===== config.mk =====
export PLATFORM = sky130hd
export DESIGN_NAME = icache_lru
export DESIGN_NICKNAME = d
export VERILOG_FILES = /design/src/design/icache_pkg.sv /design/src/design/icache_lru.sv
export SDC_FILE = /design/constraint.sdc
export NUM_CORES = 1
export LEC_CHECK = 0
export BUFFER_PORTS_ARGS = -buffer_cell sky130_fd_sc_hd__buf_4
export CORE_MARGIN = 10
export CORE_UTILIZATION = 30
export CTS_CLUSTER_SIZE = 8
export DETAILED_ROUTE_END_ITERATION = 6
export PLACE_DENSITY = 0.5
export SLEW_MARGIN = 10
export SYNTH_ARGS = -nofsm -noshare
export SYNTH_HDL_FRONTEND = slang
export SYNTH_SLANG_ARGS = --single-unit

===== constraint.sdc =====
create_clock -name clk_i -period 2.3 [get_ports clk_i]
set_input_delay 0.23 -clock clk_i [delete_from_list [all_inputs] [get_ports clk_i]]
set_output_delay 0.23 -clock clk_i [all_outputs]
set_load 0.1 [all_outputs]

===== src/design/icache_pkg.sv =====
/* Shared geometry, address field and fill packet types of the instruction cache.
   Imported by every design file that needs them. */

package icache_pkg;

  localparam int icache_ways           = 4;
  localparam int icache_sets           = 64;
  localparam int icache_words_per_line = 4;
  localparam int addr_width            = 32;
  localparam int word_width            = 32;

  // address split, from the low end
  localparam int byte_off_width = 2;
  localparam int woff_width     = $clog2(icache_words_per_line);
  localparam int index_width    = $clog2(icache_sets);
  localparam int tag_width      = addr_width - index_width - woff_width - byte_off_width;
  localparam int way_width      = $clog2(icache_ways);

  typedef logic [addr_width-1:0]  icache_addr_t;
  typedef logic [tag_width-1:0]   icache_tag_t;
  typedef logic [index_width-1:0] icache_index_t;
  typedef logic [woff_width-1:0]  icache_woff_t;
  typedef logic [way_width-1:0]   icache_way_t;
  typedef logic [word_width-1:0]  icache_word_t;

  // tree bits of one set
  localparam int plru_root  = 2;
  localparam int plru_left  = 1;
  localparam int plru_right = 0;

  typedef logic [2:0] icache_plru_t;

  typedef enum logic [1:0] {
    e_fill_data  = 2'b00,
    e_fill_tag   = 2'b01,
    e_fill_inval = 2'b10
  } icache_fill_op_e;

  typedef struct packed {
    logic [word_width-tag_width-1:0] rsvd;
    icache_tag_t                     tag;
  } icache_tag_entry_s;

  // read as a data word or a tag entry depending on the fill opcode
  typedef union packed {
    icache_word_t      data;
    icache_tag_entry_s tag_entry;
  } icache_fill_payload_u;

endpackage


===== src/design/icache_lru.sv =====
/* Pseudo-LRU tree per set. Hits from TV update the tree, the victim for the
   TV set is encoded combinationally with invalid ways taking priority. */

module icache_lru (
  input  logic                                clk_i,
  input  logic                                reset_i,
  input  logic                                upd_v_i,
  input  icache_pkg::icache_index_t           upd_index_i,
  input  icache_pkg::icache_way_t             upd_way_i,
  input  icache_pkg::icache_index_t           victim_index_i,
  input  logic [icache_pkg::icache_ways-1:0]  way_valid_i,
  output icache_pkg::icache_way_t             victim_way_o
);
  import icache_pkg::*;

  icache_plru_t [icache_sets-1:0] plru_r;

  icache_plru_t plru_cur;
  icache_way_t  tree_way;
  icache_way_t  invalid_way;
  logic         invalid_found;

  // hit points the tree away from the used way
  always_ff @(posedge clk_i) begin
    if (reset_i) begin
      plru_r <= '0;
    end else if (upd_v_i) begin
      plru_r[upd_index_i][plru_root] <= ~upd_way_i[1];
      if (upd_way_i[1]) begin
        plru_r[upd_index_i][plru_right] <= ~upd_way_i[0];
      end else begin
        plru_r[upd_index_i][plru_left] <= ~upd_way_i[0];
      end
    end
  end

  assign plru_cur = plru_r[victim_index_i];
  assign tree_way = plru_cur[plru_root] ? {1'b1, plru_cur[plru_right]}
                                        : {1'b0, plru_cur[plru_left]};

  // lowest invalid way
  always_comb begin
    invalid_found = 1'b0;
    invalid_way   = '0;
    for (int w = icache_ways - 1; w >= 0; w--) begin
      if (!way_valid_i[w]) begin
        invalid_found = 1'b1;
        invalid_way   = way_width'(w);
      end
    end
  end

  assign victim_way_o = invalid_found ? invalid_way : tree_way;

endmodule


==> flow_summary.toml <==
[timing]
finalMaxSlewViolations = 0
fin_crit_ns = 2.85
final.setup_skew_ns = 0
relSlewSlack = 0.597
min_period_over_period = 1.24
finalHoldViolations = 0
worst_slack_ns = -0.550
max_freq_ghz = 0.351
rsz0062_at_grt = "true"
setup_violations = 2
setup_tns_ns = -1.08
worstMarginPinSlew_ns = 0.605

[drt]
drtIter0Drc = 630
wirelength_mm = 27.3
vias_per_cell = 5.38
vias = 7648
wl_per_cell_um = 19.2
drcViolationCount = 0
firstDrtPassIters = 4
ant_nets = 0

[global_route]
grt-ovfl-total = 0
grt_usage = 0.142
antenna_found_initial = 0
grt_max_degree = 73
grt_pass1_vias = 7390
grt_pass1_wl_mm = 43.6

[yosys]
synth_edf_count = 0
ys_async_sr_fraction = 0
yosysMostFrequentCell = "dfxtp_1"
avgSynthCellArea_um2 = 9.15
synth_largest_area_cell = "dfxtp_1"
seq_area_frac_synth = 0.425
synth_area_um2 = 9050
synthTopCellsByCount = "192 x dfxtp_1, 144 x nor2_1, 131 x nor3_1, 129 x a211oi_1, 77 x clkbuf_1"
yosysUniqueCellTypes = 49
synth_nets = 1011
synthFlopType = "dfxtp_1"
synth_warnings = 0
syn_inst = 990
synth_top_area_frac = 0.425
synth_seq_cells = 192
ys_top_cells_by_area = "dfxtp_1 42%, a211oi_1 11%, mux4_2 7.5%"

[clock_network]
cts.sinks = 192
ctsHoldBuffers = 0
cts_tree = "done"
htreeDepth = 4
path_clk_slew_ns = 0.08
cts_buffer_depth = 2
numCtsBuffers = 17
clockRootBuffer = "clkbuf_16"
worstSkewPairLatency_ns = 0.43

[min_path]
hold_depth = 2
holdPathEnd = "plru_r[186]$_SDFFE_PP0P_"
worstHoldStart = "reset_i"
hold_class = "in2reg"

[setup_path]
critPathSlowestCell = "mux4_2"
r2r-end = "plru_r[165]$_SDFFE_PP0P_"
start_kind = "flip-flop"
worstPathArrival_ns = 2.62
max_stage_delay_ns = 0.47
r2r_slack_ns = 1.49
crit_chain = "mux4_2 > a22o_1 > a311o_1 > or2_4 > o211ai_2 > a41oi_4 > buf_12"
required_ns = 2.07
critPathCaptureType = "output pin"
path_class = "reg2out"
r2r_cells = 3
r2r-start = "plru_r[165]$_SDFFE_PP0P_"
cp_max_fo = 2

[floorplan]
io_pins = 23
die_h_um = 194
die_w_um = 194
start_util = 0.305
dieArea_um2 = 37500
rows = 63
coreArea_um2 = 29700

[placement]
numPortBuffers = 22
routabilityCongestion = 0.827
place_area_um2 = 10100
hpwl_mm = 17.8

[final_layout]
ff_latch_area_um2 = 3850
antenna_cells = 0
largestRegisters = "plru_r x192"
final_util = 0.361
nFillCells = 2980
max_flop_register = "plru_r"
area_growth_syn_to_layout_pct = 18.5
nets = 1039
drive_above_1_share = 0.187
multi_input_area_um2 = 4850
largest_reg_flops = 192
finish.instance_area_um2 = 10700

[power]
power_density_nw_per_um2 = 655
leakagePower_nw = 3.79
power_mw = 7.02
ir_worst_vdd_mv = 0.381

[flow_run]
maxCapViolCount = 0

[run_status]
status = "complete, but fails checks"
violations = "negative setup slack"
[routing by layer]
| layer | track usage | routed length, um |
|---|---|---|
| met5 | 0 | 0 |
| met3 | 0.0214 | 976 |
| met2 | 0.225 | 12700 |
| met4 | 0.0378 | 382 |
| met1 | 0.196 | 13200 |
[area by class of cell]
cell class,instances,area share
Tap cell,390,0.0455
Inverter,4,0.00140
Clock inverter,14,0.0148
Clock buffer,18,0.0409
Timing Repair Buffer,103,0.0864
Sequential cell,192,0.359
Multi-Input combinational cell,700,0.452
[where the power goes]
part / leakage, nW / switching, mW / total, mW / internal [mW]
logic: 1.95 / 0.429 / 0.665 / 0.237
clock network: 0.289 / 1.52 / 3.01 / 1.49
registers: 1.55 / 0.00997 / 3.35 / 3.34
[how the worst max path moves through the flow]
stage / startpoint / endpoint / slack [ns] / cells past startpoint
final: plru_r[89]$_SDFFE_PP0P_ / victim_way_o[0] / -0.55 / 7
after floorplan: victim_index_i[0] / victim_way_o[0] / -0.33 / 8
after global routing: plru_r[89]$_SDFFE_PP0P_ / victim_way_o[0] / -0.60 / 7
after global placement: victim_index_i[0] / victim_way_o[1] / -0.42 / 10
after CTS: plru_r[89]$_SDFFE_PP0P_ / victim_way_o[0] / -0.57 / 7
after detailed placement: victim_index_i[0] / victim_way_o[0] / -0.45 / 9
[cells in the final DEF, fill, tap and decap left out, drive strengths merged, types with 3 or more instances in the layout]
| cell type | instances |
|---|---|
| nand2b | 4 |
| nand4 | 4 |
| a22oi | 8 |
| a21oi | 67 |
| inv | 11 |
| a221oi | 6 |
| o21ai | 4 |
| and2 | 5 |
| clkinv | 6 |
| nor3 | 131 |
| mux2 | 3 |
| clkbuf | 18 |
| and3 | 67 |
| nor2b | 11 |
| or2 | 3 |
| and3b | 3 |
| mux4 | 39 |
| dfxtp | 192 |
| nand2 | 12 |
| buf | 103 |
| mux2i | 26 |
| a211oi | 129 |
| nor2 | 144 |
| nand3 | 10 |
| o22ai | 3 |
[what timing repair did]
| item | in CTS | in global routing |
|---|---|---|
| endpoints found under the setup margin | 2 | 2 |
| buffers inserted | 0 | 1 |
| pin swaps | 7 | 3 |
| gates resized for setup | 20 | 3 |
[stage by stage]
step,worst slack (ns),hold WS [ns],cells
global placement,-0.420,0.482,1389
detailed placement,-0.445,0.489,1389
CTS,-0.570,0.211,1420
global route,-0.603,0.236,1421
finish,-0.550,0.220,1421
floorplan,-0.331,0.473,990
[critical path: cells and delay by family (launching register included)]
family                 cells  cell delay, ns
AOI/OAI and AO/OA          4            0.91
buffers and inverters      1            0.19
DFF                        1            0.34
muxes                      1            0.47
and+or+nand+nor            1            0.28
[cell families after synthesis]
kind of cell,share of synthesized area
AND/OR/NAND/NOR,0.218
buffers and inverters,0.0484
AO/OA/AOI/OAI,0.176
flip-flops,0.425
multiplexers,0.133
Note: power is estimated with default switching activity, not from simulation.
