$ cat src/design/icache_pkg.sv
/* Shared geometry, address field and fill packet types of the instruction cache.
   Imported by every design file that needs them. */

package icache_pkg;

  localparam int icache_ways           = 4;
  localparam int icache_sets           = 64;
  localparam int icache_words_per_line = 4;
  localparam int addr_width            = 32;
  localparam int word_width            = 32;

  // address split, from the low end
  localparam int byte_off_width = 2;
  localparam int woff_width     = $clog2(icache_words_per_line);
  localparam int index_width    = $clog2(icache_sets);
  localparam int tag_width      = addr_width - index_width - woff_width - byte_off_width;
  localparam int way_width      = $clog2(icache_ways);

  typedef logic [addr_width-1:0]  icache_addr_t;
  typedef logic [tag_width-1:0]   icache_tag_t;
  typedef logic [index_width-1:0] icache_index_t;
  typedef logic [woff_width-1:0]  icache_woff_t;
  typedef logic [way_width-1:0]   icache_way_t;
  typedef logic [word_width-1:0]  icache_word_t;

  // tree bits of one set
  localparam int plru_root  = 2;
  localparam int plru_left  = 1;
  localparam int plru_right = 0;

  typedef logic [2:0] icache_plru_t;

  typedef enum logic [1:0] {
    e_fill_data  = 2'b00,
    e_fill_tag   = 2'b01,
    e_fill_inval = 2'b10
  } icache_fill_op_e;

  typedef struct packed {
    logic [word_width-tag_width-1:0] rsvd;
    icache_tag_t                     tag;
  } icache_tag_entry_s;

  // read as a data word or a tag entry depending on the fill opcode
  typedef union packed {
    icache_word_t      data;
    icache_tag_entry_s tag_entry;
  } icache_fill_payload_u;

endpackage

$ cat src/design/icache_pipeline.sv
/* Two-stage lookup: TL waits on the array reads, TV compares tags and returns the
   word or raises a line request. Also holds the request credits and miss tracker. */

module icache_pipeline #(
  parameter int num_credits_p = 2
) (
  input  logic                                           clk_i,
  input  logic                                           reset_i,
  input  logic                                           fetch_v_i,
  input  icache_pkg::icache_addr_t                       fetch_addr_i,
  output logic                                           fetch_ready_o,
  output logic                                           rd_v_o,
  output icache_pkg::icache_index_t                      rd_index_o,
  output icache_pkg::icache_woff_t                       rd_woff_o,
  input  icache_pkg::icache_tag_t [icache_pkg::icache_ways-1:0]  tags_i,
  input  logic [icache_pkg::icache_ways-1:0]             valid_i,
  input  icache_pkg::icache_word_t [icache_pkg::icache_ways-1:0] banks_i,
  output logic                                           upd_v_o,
  output icache_pkg::icache_index_t                      upd_index_o,
  output icache_pkg::icache_way_t                        upd_way_o,
  output icache_pkg::icache_index_t                      victim_index_o,
  output logic [icache_pkg::icache_ways-1:0]             way_valid_o,
  input  icache_pkg::icache_way_t                        victim_way_i,
  output icache_pkg::icache_word_t                       data_o,
  output logic                                           data_v_o,
  output logic                                           miss_o,
  output logic                                           req_v_o,
  output icache_pkg::icache_addr_t                       req_addr_o,
  output icache_pkg::icache_way_t                        req_way_o,
  input  logic                                           credit_return_i,
  input  logic                                           fill_done_i
);
  import icache_pkg::*;

  localparam int credit_width_lp = $clog2(num_credits_p + 1);
  localparam int index_lsb_lp    = byte_off_width + woff_width;
  localparam int tag_lsb_lp      = index_lsb_lp + index_width;

  logic                          tl_we;
  logic                          v_tl_r;
  icache_addr_t                  addr_tl_r;

  logic                          tv_adv;
  logic                          v_tv_r;
  icache_addr_t                  addr_tv_r;
  icache_tag_t [icache_ways-1:0] tags_tv_r;
  logic [icache_ways-1:0]        valid_tv_r;
  icache_word_t [icache_ways-1:0] banks_tv_r;

  icache_tag_t                   tag_tv;
  icache_index_t                 index_tv;
  icache_woff_t                  woff_tv;
  logic                          hit;
  icache_way_t                   hit_way;
  logic                          miss_tv;

  logic [credit_width_lp-1:0]    credits_r;
  logic                          miss_r;

  assign tl_we      = fetch_v_i & fetch_ready_o;
  assign rd_v_o     = tl_we;
  assign rd_index_o = fetch_addr_i[index_lsb_lp +: index_width];
  assign rd_woff_o  = fetch_addr_i[byte_off_width +: woff_width];

  // TL stage
  always_ff @(posedge clk_i) begin
    if (reset_i) begin
      v_tl_r <= 1'b0;
    end else begin
      v_tl_r <= tl_we;
    end
  end

  always_ff @(posedge clk_i) begin
    if (tl_we) begin
      addr_tl_r <= fetch_addr_i;
    end
  end

  // a TL entry behind a missing TV entry is dropped
  assign tv_adv = v_tl_r & ~miss_tv;

  // TV stage, holds a miss until a credit is there
  always_ff @(posedge clk_i) begin
    if (reset_i) begin
      v_tv_r <= 1'b0;
    end else if (miss_tv) begin
      v_tv_r <= ~req_v_o;
    end else begin
      v_tv_r <= v_tl_r;
    end
  end

  always_ff @(posedge clk_i) begin
    if (tv_adv) begin
      addr_tv_r  <= addr_tl_r;
      tags_tv_r  <= tags_i;
      valid_tv_r <= valid_i;
      banks_tv_r <= banks_i;
    end
  end

  assign tag_tv   = addr_tv_r[tag_lsb_lp +: tag_width];
  assign index_tv = addr_tv_r[index_lsb_lp +: index_width];
  assign woff_tv  = addr_tv_r[byte_off_width +: woff_width];

  always_comb begin
    hit     = 1'b0;
    hit_way = '0;
    for (int w = icache_ways - 1; w >= 0; w--) begin
      if (valid_tv_r[w] && (tags_tv_r[w] == tag_tv)) begin
        hit     = 1'b1;
        hit_way = way_width'(w);
      end
    end
  end

  assign miss_tv  = v_tv_r & ~hit;
  assign data_v_o = v_tv_r & hit;
  assign data_o   = banks_tv_r[hit_way ^ woff_tv];

  assign upd_v_o        = data_v_o;
  assign upd_index_o    = index_tv;
  assign upd_way_o      = hit_way;
  assign victim_index_o = index_tv;
  assign way_valid_o    = valid_tv_r;

  assign req_v_o    = miss_tv & (credits_r != '0);
  assign req_addr_o = addr_tv_r;
  assign req_way_o  = victim_way_i;

  always_ff @(posedge clk_i) begin
    if (reset_i) begin
      credits_r <= credit_width_lp'(num_credits_p);
    end else begin
      credits_r <= credits_r - credit_width_lp'(req_v_o) + credit_width_lp'(credit_return_i);
    end
  end

  // miss tracker, open from request to fill_done
  always_ff @(posedge clk_i) begin
    if (reset_i) begin
      miss_r <= 1'b0;
    end else begin
      miss_r <= req_v_o | (miss_r & ~fill_done_i);
    end
  end

  assign miss_o        = miss_r;
  assign fetch_ready_o = ~miss_tv & ~miss_r;

endmodule

$ cat config.mk
export PLATFORM = sky130hd
export DESIGN_NAME = icache_pipeline
export DESIGN_NICKNAME = d
export VERILOG_FILES = /design/src/design/icache_pkg.sv /design/src/design/icache_pipeline.sv
export SDC_FILE = /design/constraint.sdc
export NUM_CORES = 1
export LEC_CHECK = 0
export BUFFER_PORTS_ARGS = -buffer_cell sky130_fd_sc_hd__buf_2
export CAP_MARGIN = 15
export CORE_ASPECT_RATIO = 1.1
export CORE_MARGIN = 2
export CORE_UTILIZATION = 54
export DETAILED_ROUTE_END_ITERATION = 6
export PLACE_DENSITY = 0.85
export REMOVE_ABC_BUFFERS = 1
export SLEW_MARGIN = 5
export SYNTH_ARGS = -nofsm -noshare
export SYNTH_HDL_FRONTEND = slang
export SYNTH_SLANG_ARGS = --single-unit
$ cat constraint.sdc
create_clock -name clk_i -period 14.5 [get_ports clk_i]
set_input_delay 2.175 -clock clk_i [delete_from_list [all_inputs] [get_ports clk_i]]
set_output_delay 2.175 -clock clk_i [all_outputs]
set_load 0.02 [all_outputs]
==> metrics.md <==
| Metric | Value |
|---|---|
| Die W | roughly 140 um |
| Post-synth EDFFs | between 200 and 300 |
| RD Place Congestion | ~0.83 |
| Worst skew pair latency | between 0.5 and 0.6 ns |
| Cell area after layout | about 14000 um^2 |
| Via count | 6027 |
| Area grow syn2layout | 26.8% |
| #FFs+latches synth | approximately 290 |
| Sw Pwr | roughly 400 uW |
| Synthesized area | about 11000 um^2 |
| RSZ-0062 raised after global routing | false |
| Detailed Place HPWL | around 18 mm |
| CTS tree | yes |
| Power per cell area | between 100 and 150 nW/um^2 |
| Core area | roughly 20000 um^2 |
| Nets | about 1100 |
| Seq/Total Area, Yosys | 0.800 |
| Min Tclk post-route | 6.26 ns |
| Buf+Inv Stages, Crit Path | 2 |
| First-pass GRT wire length | 36.1 mm |
| Top FF cell, synth | edfxtp_1 |
| Share of layout cells above drive strength 1 | 0.500 |
| Ys async rst share | 0 |
| Leakage | approximately 5.2 nW |
| # setup viols final | 0 |
| All-Layer GR Usage | 0.228 |
| Ports | between 300 and 400 |
| Post-CTS Setup Repair Bufs | 0 |
| Sw Share | 0.216 |
| WL/cell | roughly 21 um |
| Root Driver | clkbuf_16 |
| Worst Tran Pin Value | 0.992 ns |
| Seq pwr share | 0.530 |
| Final Slew Violations | 0 |
| Wirelength, routed | roughly 25 mm |
| Period utilization | 0.432 |
| Core Rows | 54 |
| Class of the worst hold path | reg -> reg |
| Critical path endpoint category | primary output |
| Initial DRC Count | 367 |
| YS warnings | 0 |
| Slowest CP cell | mux4_2 |
| Critical Setup Path Class | reg -> out |
| Grt total ovfl | 0 |
| Reg clk slew, reported paths | 0.06 ns |
| Die Height | approximately 150 um |
| Vias in the first global route | 6398 |
| Placed Instances | ~1100 |
| Most common cell after layout, fill and taps aside | buf_2 |
| Via/cell ratio | 5.26 |
| Status | complete, no violations |
| Max-slew headroom | 0.339 |
| Largest net degree at the start of global routing | about 110 |
| Commonest cells after routing, fill and taps aside | 352 x buf_2, 284 x edfxtp_1, 46 x xor2_1 |
| Placement Cell Area | between 10000 and 15000 um^2 |
| Post-CTS sizing | 0 |
| Sink Count | around 290 |
| Initial Utilization | 0.546 |
| PortBufs | between 300 and 400 |
| Fmax | 0.160 GHz |
| Clk pwr share | 0.390 |
| Avg Cell Area, Syn | between 20 and 25 um^2 |
| Int Pwr | ~1.5 mW |
| Min Hold Slack | between 0.4 and 0.5 ns |
| VDD IR max | 0.000157 V |
| CTS buffer count | 28 |
| Htree depth | 1 |
| CP peak stage delay | about 0.6 ns |
| Cells after Synth | 502 |
| Max clock buf depth | 3 |
| Drt drc | 0 |
| Worst-path maximum fanout | 32 |
| Power share of the combinational group | 0.079 |
| Routed Antenna Nets | 0 |
| Finished Layout Cells | approximately 1100 |
| Crit path cell chain | xor2_1 > nor4_1 > nand4_1 > or3_4 > a21oi_4 > xnor2_4 > buf_4 > mux4_2 > buf_2 |
| Critical Path RT | 12.32 ns |
| Worst path top cell family by delay | simple AND/OR/NAND/NOR gates |
| WP data arrival | ~4 ns |
| Clk_skew | ~0.015 ns |
| Crit path launch type | flip-flop |
| Final Hold Viols | 0 |
| Number of detailed-route iterations in the first pass | 5 |
| Final TNS setup | 0 ns |
| Die area | 21100 um^2 |
| Antenna violations before repair | 12 |
| Max-Cap Viols | 0 |
| Hold buffers post-CTS | 0 |
| Library cells used by synthesis | 30 |
==> metal layers <==
layer  track usage  share of wire  wire [um]  vias to the layer above
met3        0.0563          0.087       2140                       70
met4         0.103          0.041       1010                        2
li1              -              -          -                     2699
met5             0        0.00045         11                        -
met2         0.398           0.52      12800                      323
met1         0.271           0.35       8580                     2933
==> area by class of cell <==
| type | count | area, um^2 |
|---|---|---|
| multi-input cells | 180 | 1930 |
| repair buffers | 357 | 1800 |
| well taps | 252 | 315 |
| clock inverters | 21 | 208 |
| fillers | 1285 | 6070 |
| clock buffers | 31 | 733 |
| inverters | 4 | 22.5 |
| diodes | 12 | 30.0 |
| flip-flops and latches | 289 | 8630 |
==> synthesized netlist by cell type (2+ instances only) <==
cell,n,area share
buf_4,23,0.016
buf_6,3,0.0031
xor2_1,46,0.037
nor3_1,6,0.0028
nor2_1,5,0.0017
or3_1,2,0.0012
edfxtp_1,284,0.79
buf_2,3,0.0014
ha_1,2,0.0023
nand4_1,15,0.0087
nor4_1,10,0.0058
mux4_2,32,0.067
nor2b_1,2,0.0012
nand3_1,2,0.00093
dfxtp_1,5,0.0093
inv_1,4,0.0014
xnor2_1,45,0.037
==> sequential cells by signal (all words and copies together), names as in the netlist, 2 cells and up <==
name	cells
addr_tl_r	32
banks_tv_r	128
credits_r	2
req_addr_o	32
tags_tv_r	88
way_valid_o	4
==> worst reg2reg max path: cells and delay by family, from the launching register on <==
family | cells | cell delay (ns)
compound gates | 1 | 0.20
xor+xnor | 1 | 0.22
buf+inv | 2 | 1.44
flops | 1 | 0.53
simple gates | 4 | 1.31
==> kinds of logic (layout without fill, tap and decap cells) <==
family | count (synthesis) | in the layout | synth area share
compound gates | 6 | 6 | 0.00534
xor+xnor | 92 | 92 | 0.0765
fa+ha+maj | 2 | 2 | 0.00232
buf+inv | 33 | 413 | 0.0219
flops | 289 | 289 | 0.800
mux | 32 | 32 | 0.0669
other cells | 0 | 12 | 0
simple gates | 48 | 48 | 0.0266
==> stage by stage <==
stage,utilization,setup WS [ns],power (mW)
after global placement,0.643,8.85,1.16
after CTS,0.691,8.18,1.90
after global routing,0.692,8.00,1.94
final,0.693,8.24,1.88
after detailed placement,0.643,8.77,1.16
after floorplan,-,7.30,1.10
==> power by group through the flow <==
stage,Combinational (mW),Clock [mW],Sequential [mW]
after floorplan,0.0700,0,1.03
after global placement,0.146,0,1.01
after detailed placement,0.149,0,1.02
after CTS,0.151,0.747,0.998
after global routing,0.161,0.777,1.00
final,0.149,0.734,0.997
==> worst paths after layout <==
path / to / slack (ns) / cells after the start / from
worst max-delay path: data_o[7] / 8.24 / 9 / req_addr_o[31]$_DFFE_PP_
worst min-delay path: req_addr_o[25]$_DFFE_PP_ / 0.41 / 0 / addr_tl_r[25]$_DFFE_PP_
worst max register to register: banks_tv_r[112]$_DFFE_PP_ / 10.34 / 8 / req_addr_o[27]$_DFFE_PP_
worst min register to register: req_addr_o[25]$_DFFE_PP_ / 0.41 / 0 / addr_tl_r[25]$_DFFE_PP_
Power figures use the tool's default switching activity.
